<file path="src/fifo_pkg.sv">
`default_nettype none

package fifo_pkg;

    // ************************************************************************
    // sizes and thresholds
    // ************************************************************************
    localparam int DEPTH_W = 4;                 // address bits
    localparam int DEPTH   = 1 << DEPTH_W;      // 16 words
    localparam int DATA_W  = 16;                // payload bits

    // flag thresholds against the water level
    localparam int ALMOST_FULL_NUM  = 12;       // at or above -> almost_full
    localparam int ALMOST_EMPTY_NUM = 2;        // at or below -> almost_empty

    // ************************************************************************
    // types
    // ************************************************************************
    typedef logic [DEPTH_W-1:0] addr_t;         // storage address
    typedef logic [DEPTH_W:0]   ptr_t;          // msb is the wrap bit
    typedef logic [DEPTH_W:0]   level_t;        // 0 .. 16
    typedef logic [DATA_W-1:0]  data_t;

    // status bundle, as seen at the top level
    typedef struct packed {
        logic   full;
        logic   almost_full;
        logic   empty;
        logic   almost_empty;
        level_t level;
    } fifo_stat_t;

endpackage

`default_nettype wire

</file>
<file path="src/fifo_wr_ptr.sv">
`timescale 1ns/10ps
`default_nettype none

module fifo_wr_ptr (
    input  wire logic           rclk,
    input  wire logic           rrst,
    input  wire logic           w_en,
    input  wire logic           full,       // registered flag from status
    output fifo_pkg::ptr_t      wr_next,
    output fifo_pkg::addr_t     waddr,
    output logic                wr_strobe
);

    import fifo_pkg::*;

    ptr_t wr_ptr;                           // current write pointer, wrap bit on top

    // ************************************************************************
    // next write pointer
    // ************************************************************************
    always_comb
    begin
        if (!full)
        begin
            wr_next = wr_ptr + ptr_t'(w_en);    // step only on a strobe
        end
        else
        begin
            wr_next = wr_ptr;                   // write refused while full
        end
    end

    always_ff @(posedge rclk or posedge rrst)
    begin
        if (rrst)
        begin
            wr_ptr <= '0;
        end
        else
        begin
            wr_ptr <= wr_next;
        end
    end

    // storage side
    assign wr_strobe = w_en & ~full;            // accepted write
    assign waddr     = wr_ptr[DEPTH_W-1:0];     // slot being filled, wrap bit dropped

endmodule

`default_nettype wire

</file>
<file path="src/fifo_rd_ptr.sv">
`timescale 1ns/10ps
`default_nettype none

module fifo_rd_ptr (
    input  wire logic           rclk,
    input  wire logic           rrst,
    input  wire logic           r_en,
    input  wire logic           empty,      // registered flag from status
    output fifo_pkg::ptr_t      rd_next,
    output fifo_pkg::addr_t     raddr
);

    import fifo_pkg::*;

    ptr_t rd_ptr;                           // holds rd_next as taken at the last edge

    // ************************************************************************
    // next read pointer, mirror of the write side
    // ************************************************************************
    always_comb
    begin
        if (!empty)
            rd_next = rd_ptr + ptr_t'(r_en);    // pop on strobe
        else
            rd_next = rd_ptr;                   // nothing to pop
    end

    always_ff @(posedge rclk or posedge rrst)
    begin
        if (rrst)
            rd_ptr <= '0;
        else
            rd_ptr <= rd_next;
    end

    // next pointer captured at the edge, so the comb read
    // shows the new head right after a pop
    assign raddr = rd_ptr[DEPTH_W-1:0];

endmodule

`default_nettype wire

</file>
<file path="src/fifo_status.sv">
`timescale 1ns/10ps
`default_nettype none

module fifo_status (
    input  wire logic           rclk,
    input  wire logic           rrst,
    input  fifo_pkg::ptr_t      wr_next,
    input  fifo_pkg::ptr_t      rd_next,
    output fifo_pkg::fifo_stat_t stat
);

    import fifo_pkg::*;

    // compare results, all from the next pointers
    logic   wrap_diff;                      // writer is one lap ahead
    logic   low_match;                      // same slot
    logic   full_d;
    logic   empty_d;
    level_t level_d;

    // registered state
    logic   full_q;
    logic   empty_q;
    level_t level_q;

    // ************************************************************************
    // pointer compare
    // ************************************************************************
    assign wrap_diff = wr_next[DEPTH_W] ^ rd_next[DEPTH_W];
    assign low_match = (wr_next[DEPTH_W-1:0] == rd_next[DEPTH_W-1:0]);

    assign full_d  = wrap_diff & low_match;     // one lap apart, same slot
    assign empty_d = ~wrap_diff & low_match;    // pointers equal

    // the four wrap-bit cases all fold into one subtraction mod 32;
    // a carry into the wrap bit covers the writer having lapped
    assign level_d = level_t'(wr_next - rd_next);

    // ************************************************************************
    // flag registers
    // ************************************************************************
    always_ff @(posedge rclk or posedge rrst)
    begin
        if (rrst)
        begin
            full_q  <= 1'b0;
            empty_q <= 1'b1;                    // comes up empty
            level_q <= '0;
        end
        else
        begin
            full_q  <= full_d;
            empty_q <= empty_d;
            level_q <= level_d;
        end
    end

    // ************************************************************************
    // status bundle
    // ************************************************************************
    always_comb
    begin
        stat.full         = full_q;
        stat.empty        = empty_q;
        stat.level        = level_q;
        // thresholds against the registered level
        stat.almost_full  = (level_q >= level_t'(ALMOST_FULL_NUM));
        stat.almost_empty = (level_q <= level_t'(ALMOST_EMPTY_NUM));
    end

endmodule

`default_nettype wire

</file>
<file path="src/fifo_ram.sv">
`timescale 1ns/10ps
`default_nettype none

module fifo_ram (
    input  wire logic           rclk,
    input  wire logic           wr_strobe,  // accepted write this cycle
    input  fifo_pkg::addr_t     waddr,
    input  fifo_pkg::data_t     wdata,
    input  fifo_pkg::addr_t     raddr,
    output fifo_pkg::data_t     rdata
);

    import fifo_pkg::*;

    // ************************************************************************
    // storage array, 16 words
    // ************************************************************************
    data_t mem [0:DEPTH-1];

    // write port, one word per edge
    always_ff @(posedge rclk)
    begin
        if (wr_strobe)
        begin
            mem[waddr] <= wdata;
        end
    end

    // read port is combinational, so the head is visible at once
    // (first word falls through with no extra cycle)
    assign rdata = mem[raddr];

endmodule

`default_nettype wire

</file>
<file path="src/sfifo_top.sv">
`timescale 1ns/10ps
`default_nettype none

module sfifo_top (
    input  wire logic           rclk,
    input  wire logic           rrst,
    input  wire logic           w_en,
    input  fifo_pkg::data_t     wdata,
    input  wire logic           r_en,
    output fifo_pkg::data_t     rdata,
    output fifo_pkg::fifo_stat_t stat
);

    import fifo_pkg::*;

    // ************************************************************************
    // internal wires
    // ************************************************************************
    ptr_t  wr_next;                         // to status
    ptr_t  rd_next;                         // to status
    addr_t waddr;
    addr_t raddr;
    logic  wr_strobe;

    // write side, gated by full only
    fifo_wr_ptr i_fifo_wr_ptr (
        .rclk      (rclk),
        .rrst      (rrst),
        .w_en      (w_en),
        .full      (stat.full),
        .wr_next   (wr_next),
        .waddr     (waddr),
        .wr_strobe (wr_strobe)
    );

    // read side, gated by empty only
    fifo_rd_ptr i_fifo_rd_ptr (
        .rclk    (rclk),
        .rrst    (rrst),
        .r_en    (r_en),
        .empty   (stat.empty),
        .rd_next (rd_next),
        .raddr   (raddr)
    );

    // flags and level from both next pointers
    fifo_status i_fifo_status (
        .rclk    (rclk),
        .rrst    (rrst),
        .wr_next (wr_next),
        .rd_next (rd_next),
        .stat    (stat)
    );

    fifo_ram i_fifo_ram (
        .rclk      (rclk),
        .wr_strobe (wr_strobe),
        .waddr     (waddr),
        .wdata     (wdata),
        .raddr     (raddr),
        .rdata     (rdata)
    );

endmodule

`default_nettype wire

</file>
<file path="config.mk">
export PLATFORM = sky130hd
export DESIGN_NAME = sfifo_top
export DESIGN_NICKNAME = d
export VERILOG_FILES = /design/src/fifo_pkg.sv /design/src/fifo_wr_ptr.sv /design/src/fifo_rd_ptr.sv /design/src/fifo_status.sv /design/src/fifo_ram.sv /design/src/sfifo_top.sv
export SDC_FILE = /design/constraint.sdc
export NUM_CORES = 1
export LEC_CHECK = 0
export ABC_CLOCK_PERIOD_IN_PS = 7600
export BUFFER_PORTS_ARGS = -buffer_cell sky130_fd_sc_hd__buf_2
export CORE_MARGIN = 4
export CORE_UTILIZATION = 60
export DETAILED_ROUTE_END_ITERATION = 8
export HOLD_SLACK_MARGIN = 0.12
export PLACE_DENSITY = 0.79
export SYNTH_ARGS = -nofsm -noshare
export SYNTH_HDL_FRONTEND = slang
export SYNTH_SLANG_ARGS = --single-unit
</file>
<file path="constraint.sdc">
create_clock -name rclk -period 7.6 [get_ports rclk]
set_clock_uncertainty 0.15 [all_clocks]
set_input_delay 0.76 -clock rclk [delete_from_list [all_inputs] [get_ports rclk]]
set_output_delay 0.76 -clock rclk [all_outputs]
set_load 0.02 [all_outputs]
</file>
==> results of run 1 <==
-- power by group --
group / switching (uW) / internal, uW / total, uW
clock: 518 / 728 / 1250
combinational: 789 / 708 / 1500
sequential: 159 / 1850 / 2010
-- registers in the layout, indices dropped and copies added (netlist names) --
name and cells:
i_fifo_wr_ptr.wr_ptr 5, i_fifo_ram.mem 256, i_fifo_status.full_q 1, i_fifo_status.level_q 5, i_fifo_status.empty_q 1, i_fifo_rd_ptr.rd_ptr 5
-- area by class of cell --
class / count / area (um2)
Timing Repair Buffer: 63 / 363
Clock buffer: 30 / 666
Sequential cell: 273 / 8120
Fill cell: 1024 / 5290
Inverter: 11 / 41.3
Tap cell: 225 / 282
Multi-Input combinational cell: 148 / 2500
Clock inverter: 17 / 164
-- routing by layer --
| metal | GRT usage | vias up | wire length (um) |
|---|---|---|---|
| met5 | 0 | - | 0 |
| met4 | 0.0465 | 0 | 432 |
| met3 | 0.0323 | 37 | 1520 |
| met2 | 0.368 | 207 | 11100 |
| met1 | 0.324 | 2645 | 8570 |
| li1 | - | 2070 | - |
-- per-stage QoR --
step                instance area (um2)  hold slack [ns]  setup WS (ns)
global placement                  11300            0.340           3.86
global route                      12100            0.225           3.14
floorplan                         10800            0.327           4.48
CTS                               12100            0.171           3.28
detailed placement                11300            0.345           3.70
finish                            12100            0.167           3.34
-- how the worst min path moves through the flow --
stage,end,start,depth (start not counted),slack (ns)
final,i_fifo_status.level_q[3]$_DFF_PP0_,rrst,2,0.17
after detailed placement,i_fifo_rd_ptr.rd_ptr[4]$_DFF_PP0_,i_fifo_rd_ptr.rd_ptr[4]$_DFF_PP0_,2,0.35
after global routing,i_fifo_rd_ptr.rd_ptr[3]$_DFF_PP0_,rrst,2,0.23
after global placement,i_fifo_wr_ptr.wr_ptr[4]$_DFF_PP0_,i_fifo_wr_ptr.wr_ptr[4]$_DFF_PP0_,2,0.34
after floorplan,i_fifo_rd_ptr.rd_ptr[4]$_DFF_PP0_,i_fifo_rd_ptr.rd_ptr[4]$_DFF_PP0_,2,0.33
after CTS,i_fifo_rd_ptr.rd_ptr[3]$_DFF_PP0_,rrst,2,0.17
-- worst register-to-register path: stages (launching register included) --
cell and delay (ns):
dfrtp_4 0.82, buf_4 0.64, ha_1 0.33, nand2b_1 0.11, xnor2_1 0.30, xnor2_1 0.16, ha_1 0.24, nor4b_1 0.32
a221oi_2 0.09, maj3_2 0.32, a21oi_1 0.19, xor2_1 0.15
-- cells by family (layout without fill, tap and decap cells) --
family	count (synthesis)	after routing	share of synthesized area
flops	273	273	0.753
mux	83	83	0.183
simple gates	38	38	0.0181
buf+inv	33	121	0.0195
xor+xnor	13	13	0.0113
fa+ha+maj	10	10	0.0113
compound gates	4	4	0.00337
-- placed cells by master, fill, tap and decap left out, drive strengths merged --
cell	n
a2111oi	1
a21o	1
a21oi	1
a221oi	1
and3b	1
buf	63
bufinv	3
clkbuf	30
clkinv	14
dfrtp	16
dfstp	1
edfxtp	256
ha	7
inv	11
maj3	3
mux2	1
mux2i	2
mux4	80
nand2	3
nand2b	4
nand3	3
nand3b	1
nand4	1
nand4b	1
nor2	14
nor2b	4
nor3	4
nor4b	1
or3	1
xnor2	7
xor2	6
==> results.sh, run 1 <==
export IMPL_post_synth_top_count_cell="edfxtp_1"
export IMPL_critPathMaxFanout=34
export IMPL_totalWireLength_um=21600
export IMPL_crit_cells=4
export IMPL_drt_vias_per_instance=6.47
export IMPL_ctsHoldBuffers=0
export IMPL_io_pins=45
export IMPL_setup_viol_count_final=0
export IMPL_path_class="reg2out"
export IMPL_antenna_found_initial=0
export IMPL_max_freq_ghz=0.235
export IMPL_dp_cells=720
export IMPL_avgSynthCellArea_um2=23.7
export IMPL_synth_top_area_frac=0.714
export IMPL_grt_pass1_vias=5079
export IMPL_worst_slew_margin_rel=0.226
export IMPL_die_area_um2=20200
export IMPL_synth_cell_types=35
export IMPL_drive_gt1_frac=0.310
export IMPL_total_power_uw=4750
export IMPL_cap_viol_max_count=0
export IMPL_critPathSlowestCell="dfrtp_4"
export IMPL_syn_num_nets=481
export IMPL_grt_usage=0.222
export IMPL_leakage_uw=0.00410
export IMPL_numPortBuffers=44
export IMPL_yosysWarnings=0
export IMPL_path_clk_slew_ns=0.06
export IMPL_crit_required_ns=6.69
export IMPL_tns_ns=0
export IMPL_synth_edf_count=256
export IMPL_cts_resized=0
export IMPL_powerDensity_nw_per_um2=392
export IMPL_grt_max_degree=69
export IMPL_h_tree_depth=1
export IMPL_die_x_um=142
export IMPL_cp_top_family="multiplexers"
export IMPL_synth_seq_area_share=0.753
export IMPL_initial_core_util=0.618
export IMPL_slew_violations=0
export IMPL_synthCells=454
export IMPL_fin_crit_sh=0.561
export IMPL_clock_latency_ns=0.52
export IMPL_cp_endpoint="rdata[4]"
export IMPL_syn_to_final_growth_pct=12.6
export IMPL_antennaDiodeCount=0
export IMPL_synth_seq_cells=273
export IMPL_gp_congestion=0.755
export IMPL_crit_start="i_fifo_rd_ptr.rd_ptr[0]$_DFF_PP0_"
export IMPL_cts_tree="built"
export IMPL_fp_coreArea_um2=17400
export IMPL_cts_made_buffers=26
export IMPL_dr_pass1_iters=5
export IMPL_grt_pass1_wl_um=32500
export IMPL_grt_ovfl_total=0
export IMPL_synthArstFlopShare=0.0623
export IMPL_r2r_end="i_fifo_status.level_q[4]$_DFF_PP0_"
export IMPL_nets=550
export IMPL_status="complete, no violations"
export IMPL_rrSetupSlack_ns=3.72
export IMPL_drt_iter0_markers=576
export IMPL_reg2reg_depth=11
export IMPL_fin_util=0.696
export IMPL_hold_class="in2async"
export IMPL_drc=0
export IMPL_wl_per_cell_um=28.2
export IMPL_cts_sinks=273
export IMPL_start_kind="flip-flop"
export IMPL_worst_slew_pin_slew_ns=1.15
export IMPL_ctsRootBufferMaster="clkbuf_16"
export IMPL_netlist_area_um2=10800
export IMPL_final_hold_viol_count=0
export IMPL_post_cts_setup_buffer_count=0
export IMPL_path_cells="buf_4, mux4_1, mux4_2, buf_2"
export IMPL_crit_buf_inv=2
export IMPL_vias=4959
export IMPL_clockBufferDepth=3
export IMPL_slowest_delay_ns=0.82
export IMPL_synth_common_cells="256 x edfxtp_1, 43 x mux4_2, 37 x mux4_1"
export IMPL_ir_drop_v=0.000437
export IMPL_yosys_top_cells_area="edfxtp_1 71%, mux4_1 9.0%, mux4_2 9.0%"
export IMPL_dp_hpwl_um=11700
export IMPL_synth_largest_area_cell="edfxtp_1"
export IMPL_synthFlopType="edfxtp_1"
export IMPL_rows=48
export IMPL_stdcell_count=767
export IMPL_postRouteAntennaNets=0
export IMPL_fin_crit_ns=4.26
export IMPL_worstPathArrival_ns=3.35
export IMPL_rsz0062_at_grt="false"
export IMPL_regToRegStartpoint="i_fifo_rd_ptr.rd_ptr[0]$_DFF_PP0_"
export IMPL_chipHeight_um=142
export IMPL_end_kind="output pin"
(Power assumes the default switching activity.)
==> run 2: changes to the inputs <==
- ABC_CLOCK_PERIOD_IN_PS: 7600 -> 3900
- CORE_UTILIZATION: 60 -> 55
- PLACE_DENSITY: 0.79 -> 0.76
- clock period: 7.6 -> 3.9 ns (I/O delays scaled with it)
==> results.sh, run 2 (synthesis gave the netlist of run 1 again) <==
export IMPL_status="complete, no violations"
export IMPL_initial_core_util=0.568
export IMPL_grt_pass1_wl_um=32600
export IMPL_hold_class="in2reg"
export IMPL_tns_ns=0
export IMPL_final_common_cell="edfxtp_1"
export IMPL_path_clk_slew_ns=0.06
export IMPL_dp_hpwl_um=11000
export IMPL_numPortBuffers=44
export IMPL_largest_reg_flops=256
export IMPL_ir_drop_v=0.000368
export IMPL_cts_tree="built"
export IMPL_holdPathEnd="i_fifo_rd_ptr.rd_ptr[0]$_DFF_PP0_"
export IMPL_p_sw_uw=2870
export IMPL_grt_pass1_vias=5169
export IMPL_postRouteAntennaNets=0
export IMPL_drive_gt1_frac=0.301
export IMPL_cts_made_buffers=27
export IMPL_cap_viol_max_count=0
export IMPL_clockBufferDepth=3
export IMPL_crit_buf_inv=2
export IMPL_die_x_um=148
export IMPL_cp_top_family="flip-flops"
export IMPL_cts_sinks=273
export IMPL_dr_pass1_iters=4
export IMPL_comb_power_share=0.320
export IMPL_crit_required_ns=3.36
export IMPL_pwr_share_clk=0.258
export IMPL_totalWireLength_um=21200
export IMPL_rsz0062_at_grt="false"
export IMPL_antennaDiodeCount=0
export IMPL_rows=50
export IMPL_hold_ws_ns=0.136
export IMPL_slew_violations=0
export IMPL_worst_slew_pin_slew_ns=1.16
export IMPL_drt_vias_per_instance=5.91
export IMPL_p_int_uw=6370
export IMPL_nets=570
export IMPL_io_pins=45
export IMPL_drt_iter0_markers=285
export IMPL_ctsRootBufferMaster="clkbuf_16"
export IMPL_max_freq_ghz=0.288
export IMPL_chipHeight_um=148
export IMPL_syn_to_final_growth_pct=14.8
export IMPL_regToRegStartpoint="i_fifo_wr_ptr.wr_ptr[0]$_DFF_PP0_"
export IMPL_path_class="reg2out"
export IMPL_worstPathArrival_ns=2.93
export IMPL_final_hold_viol_count=0
export IMPL_ctsHoldBuffers=17
export IMPL_slowest_delay_ns=0.93
export IMPL_grt_usage=0.202
export IMPL_start_kind="flip-flop"
export IMPL_rrSetupSlack_ns=0.68
export IMPL_leakage_uw=0.00416
export IMPL_r2r_end="i_fifo_status.level_q[4]$_DFF_PP0_"
export IMPL_layout_common_cells="256 x edfxtp_1, 44 x buf_2, 43 x mux4_2, 37 x mux4_1, 27 x clkbuf_16"
export IMPL_worst_slew_margin_rel=0.225
export IMPL_path_cells="buf_4, mux4_1, mux4_2, buf_2"
export IMPL_hold_depth=3
export IMPL_wl_per_cell_um=25.7
export IMPL_vias=4869
export IMPL_holdCritStartpoint="r_en"
export IMPL_p_sw_frac=0.310
export IMPL_p_seq_frac=0.422
export IMPL_die_area_um2=21900
export IMPL_post_cts_setup_buffer_count=0
export IMPL_gp_congestion=0.808
export IMPL_powerDensity_nw_per_um2=747
export IMPL_reg2reg_depth=11
export IMPL_fp_coreArea_um2=19000
export IMPL_grt_ovfl_total=0
export IMPL_fin_crit_sh=0.891
export IMPL_drc=0
export IMPL_antenna_found_initial=0
export IMPL_cts_resized=0
export IMPL_critPathMaxFanout=37
export IMPL_grt_max_degree=38
export IMPL_fin_crit_ns=3.47
export IMPL_clock_latency_ns=0.52
export IMPL_setup_viol_count_final=0
export IMPL_end_kind="output pin"
export IMPL_critPathSlowestCell="dfrtp_2"
export IMPL_regMostFlops="i_fifo_ram.mem"
export IMPL_h_tree_depth=1
[run 2: changes by cell type in the layout (fill, tap and decap cells not counted), sizes merged]
cell	before	now
buf	63	65
bufinv	3	1
clkbuf	30	37
clkinv	14	6
clkinvlp	0	4
dlygate4sd3	0	17
inv	11	13
[run 2: power by group through the flow]
stage | Combinational (uW) | Clock (uW) | Sequential [uW]
finish | 2960 | 2380 | 3900
global route | 3170 | 2580 | 3940
CTS | 3000 | 2430 | 3900
detailed placement | 2960 | 0 | 3960
global placement | 2910 | 0 | 3920
floorplan | 2320 | 0 | 3790
[run 2: worst min-delay path, cell delays in order]
cell,delay (ns)
buf_2,0.10
ha_1,0.12
mux2_2,0.16
[run 2: worst max path at each step]
stage | start | to | cells after the start
floorplan | i_fifo_wr_ptr.wr_ptr[0]$_DFF_PP0_ | i_fifo_status.level_q[4]$_DFF_PP0_ | 11
finish | i_fifo_rd_ptr.rd_ptr[1]$_DFF_PP0_ | rdata[10] | 4
detailed placement | i_fifo_wr_ptr.wr_ptr[0]$_DFF_PP0_ | i_fifo_status.level_q[4]$_DFF_PP0_ | 11
CTS | i_fifo_rd_ptr.rd_ptr[1]$_DFF_PP0_ | rdata[10] | 4
global placement | w_en | i_fifo_status.level_q[4]$_DFF_PP0_ | 12
global route | i_fifo_rd_ptr.rd_ptr[1]$_DFF_PP0_ | rdata[10] | 4
[run 2: layout make-up]
cell class,instances,area (um2)
well taps,260,325
clock buffers,37,713
flip-flops and latches,273,8120
multi-input cells,148,2500
fillers,1196,6590
inverters,11,41.3
clock inverters,13,110
repair buffers,82,561
[run 2: stage by stage]
step / area, um2 / utilization / instances / worst slack, ns / total power, uW
after floorplan: 10800 / - / 454 / 1.09 / 6110
after global placement: 11400 / 0.600 / 757 / 0.904 / 6830
after detailed placement: 11400 / 0.600 / 757 / 0.721 / 6920
after CTS: 12400 / 0.652 / 824 / 0.399 / 9340
after global routing: 12400 / 0.652 / 824 / 0.296 / 9690
final: 12400 / 0.652 / 824 / 0.426 / 9240
[run 2: routing by layer]
metal / track usage / wire, um / vias up / part of all wire
met1: 0.260 / 8200 / 2590 / 0.39
met2: 0.364 / 11500 / 143 / 0.54
met4: 0.0490 / 409 / 0 / 0.019
li1: - / - / 2107 / -
met3: 0.0316 / 1150 / 29 / 0.054
met5: 0 / 0 / - / 0
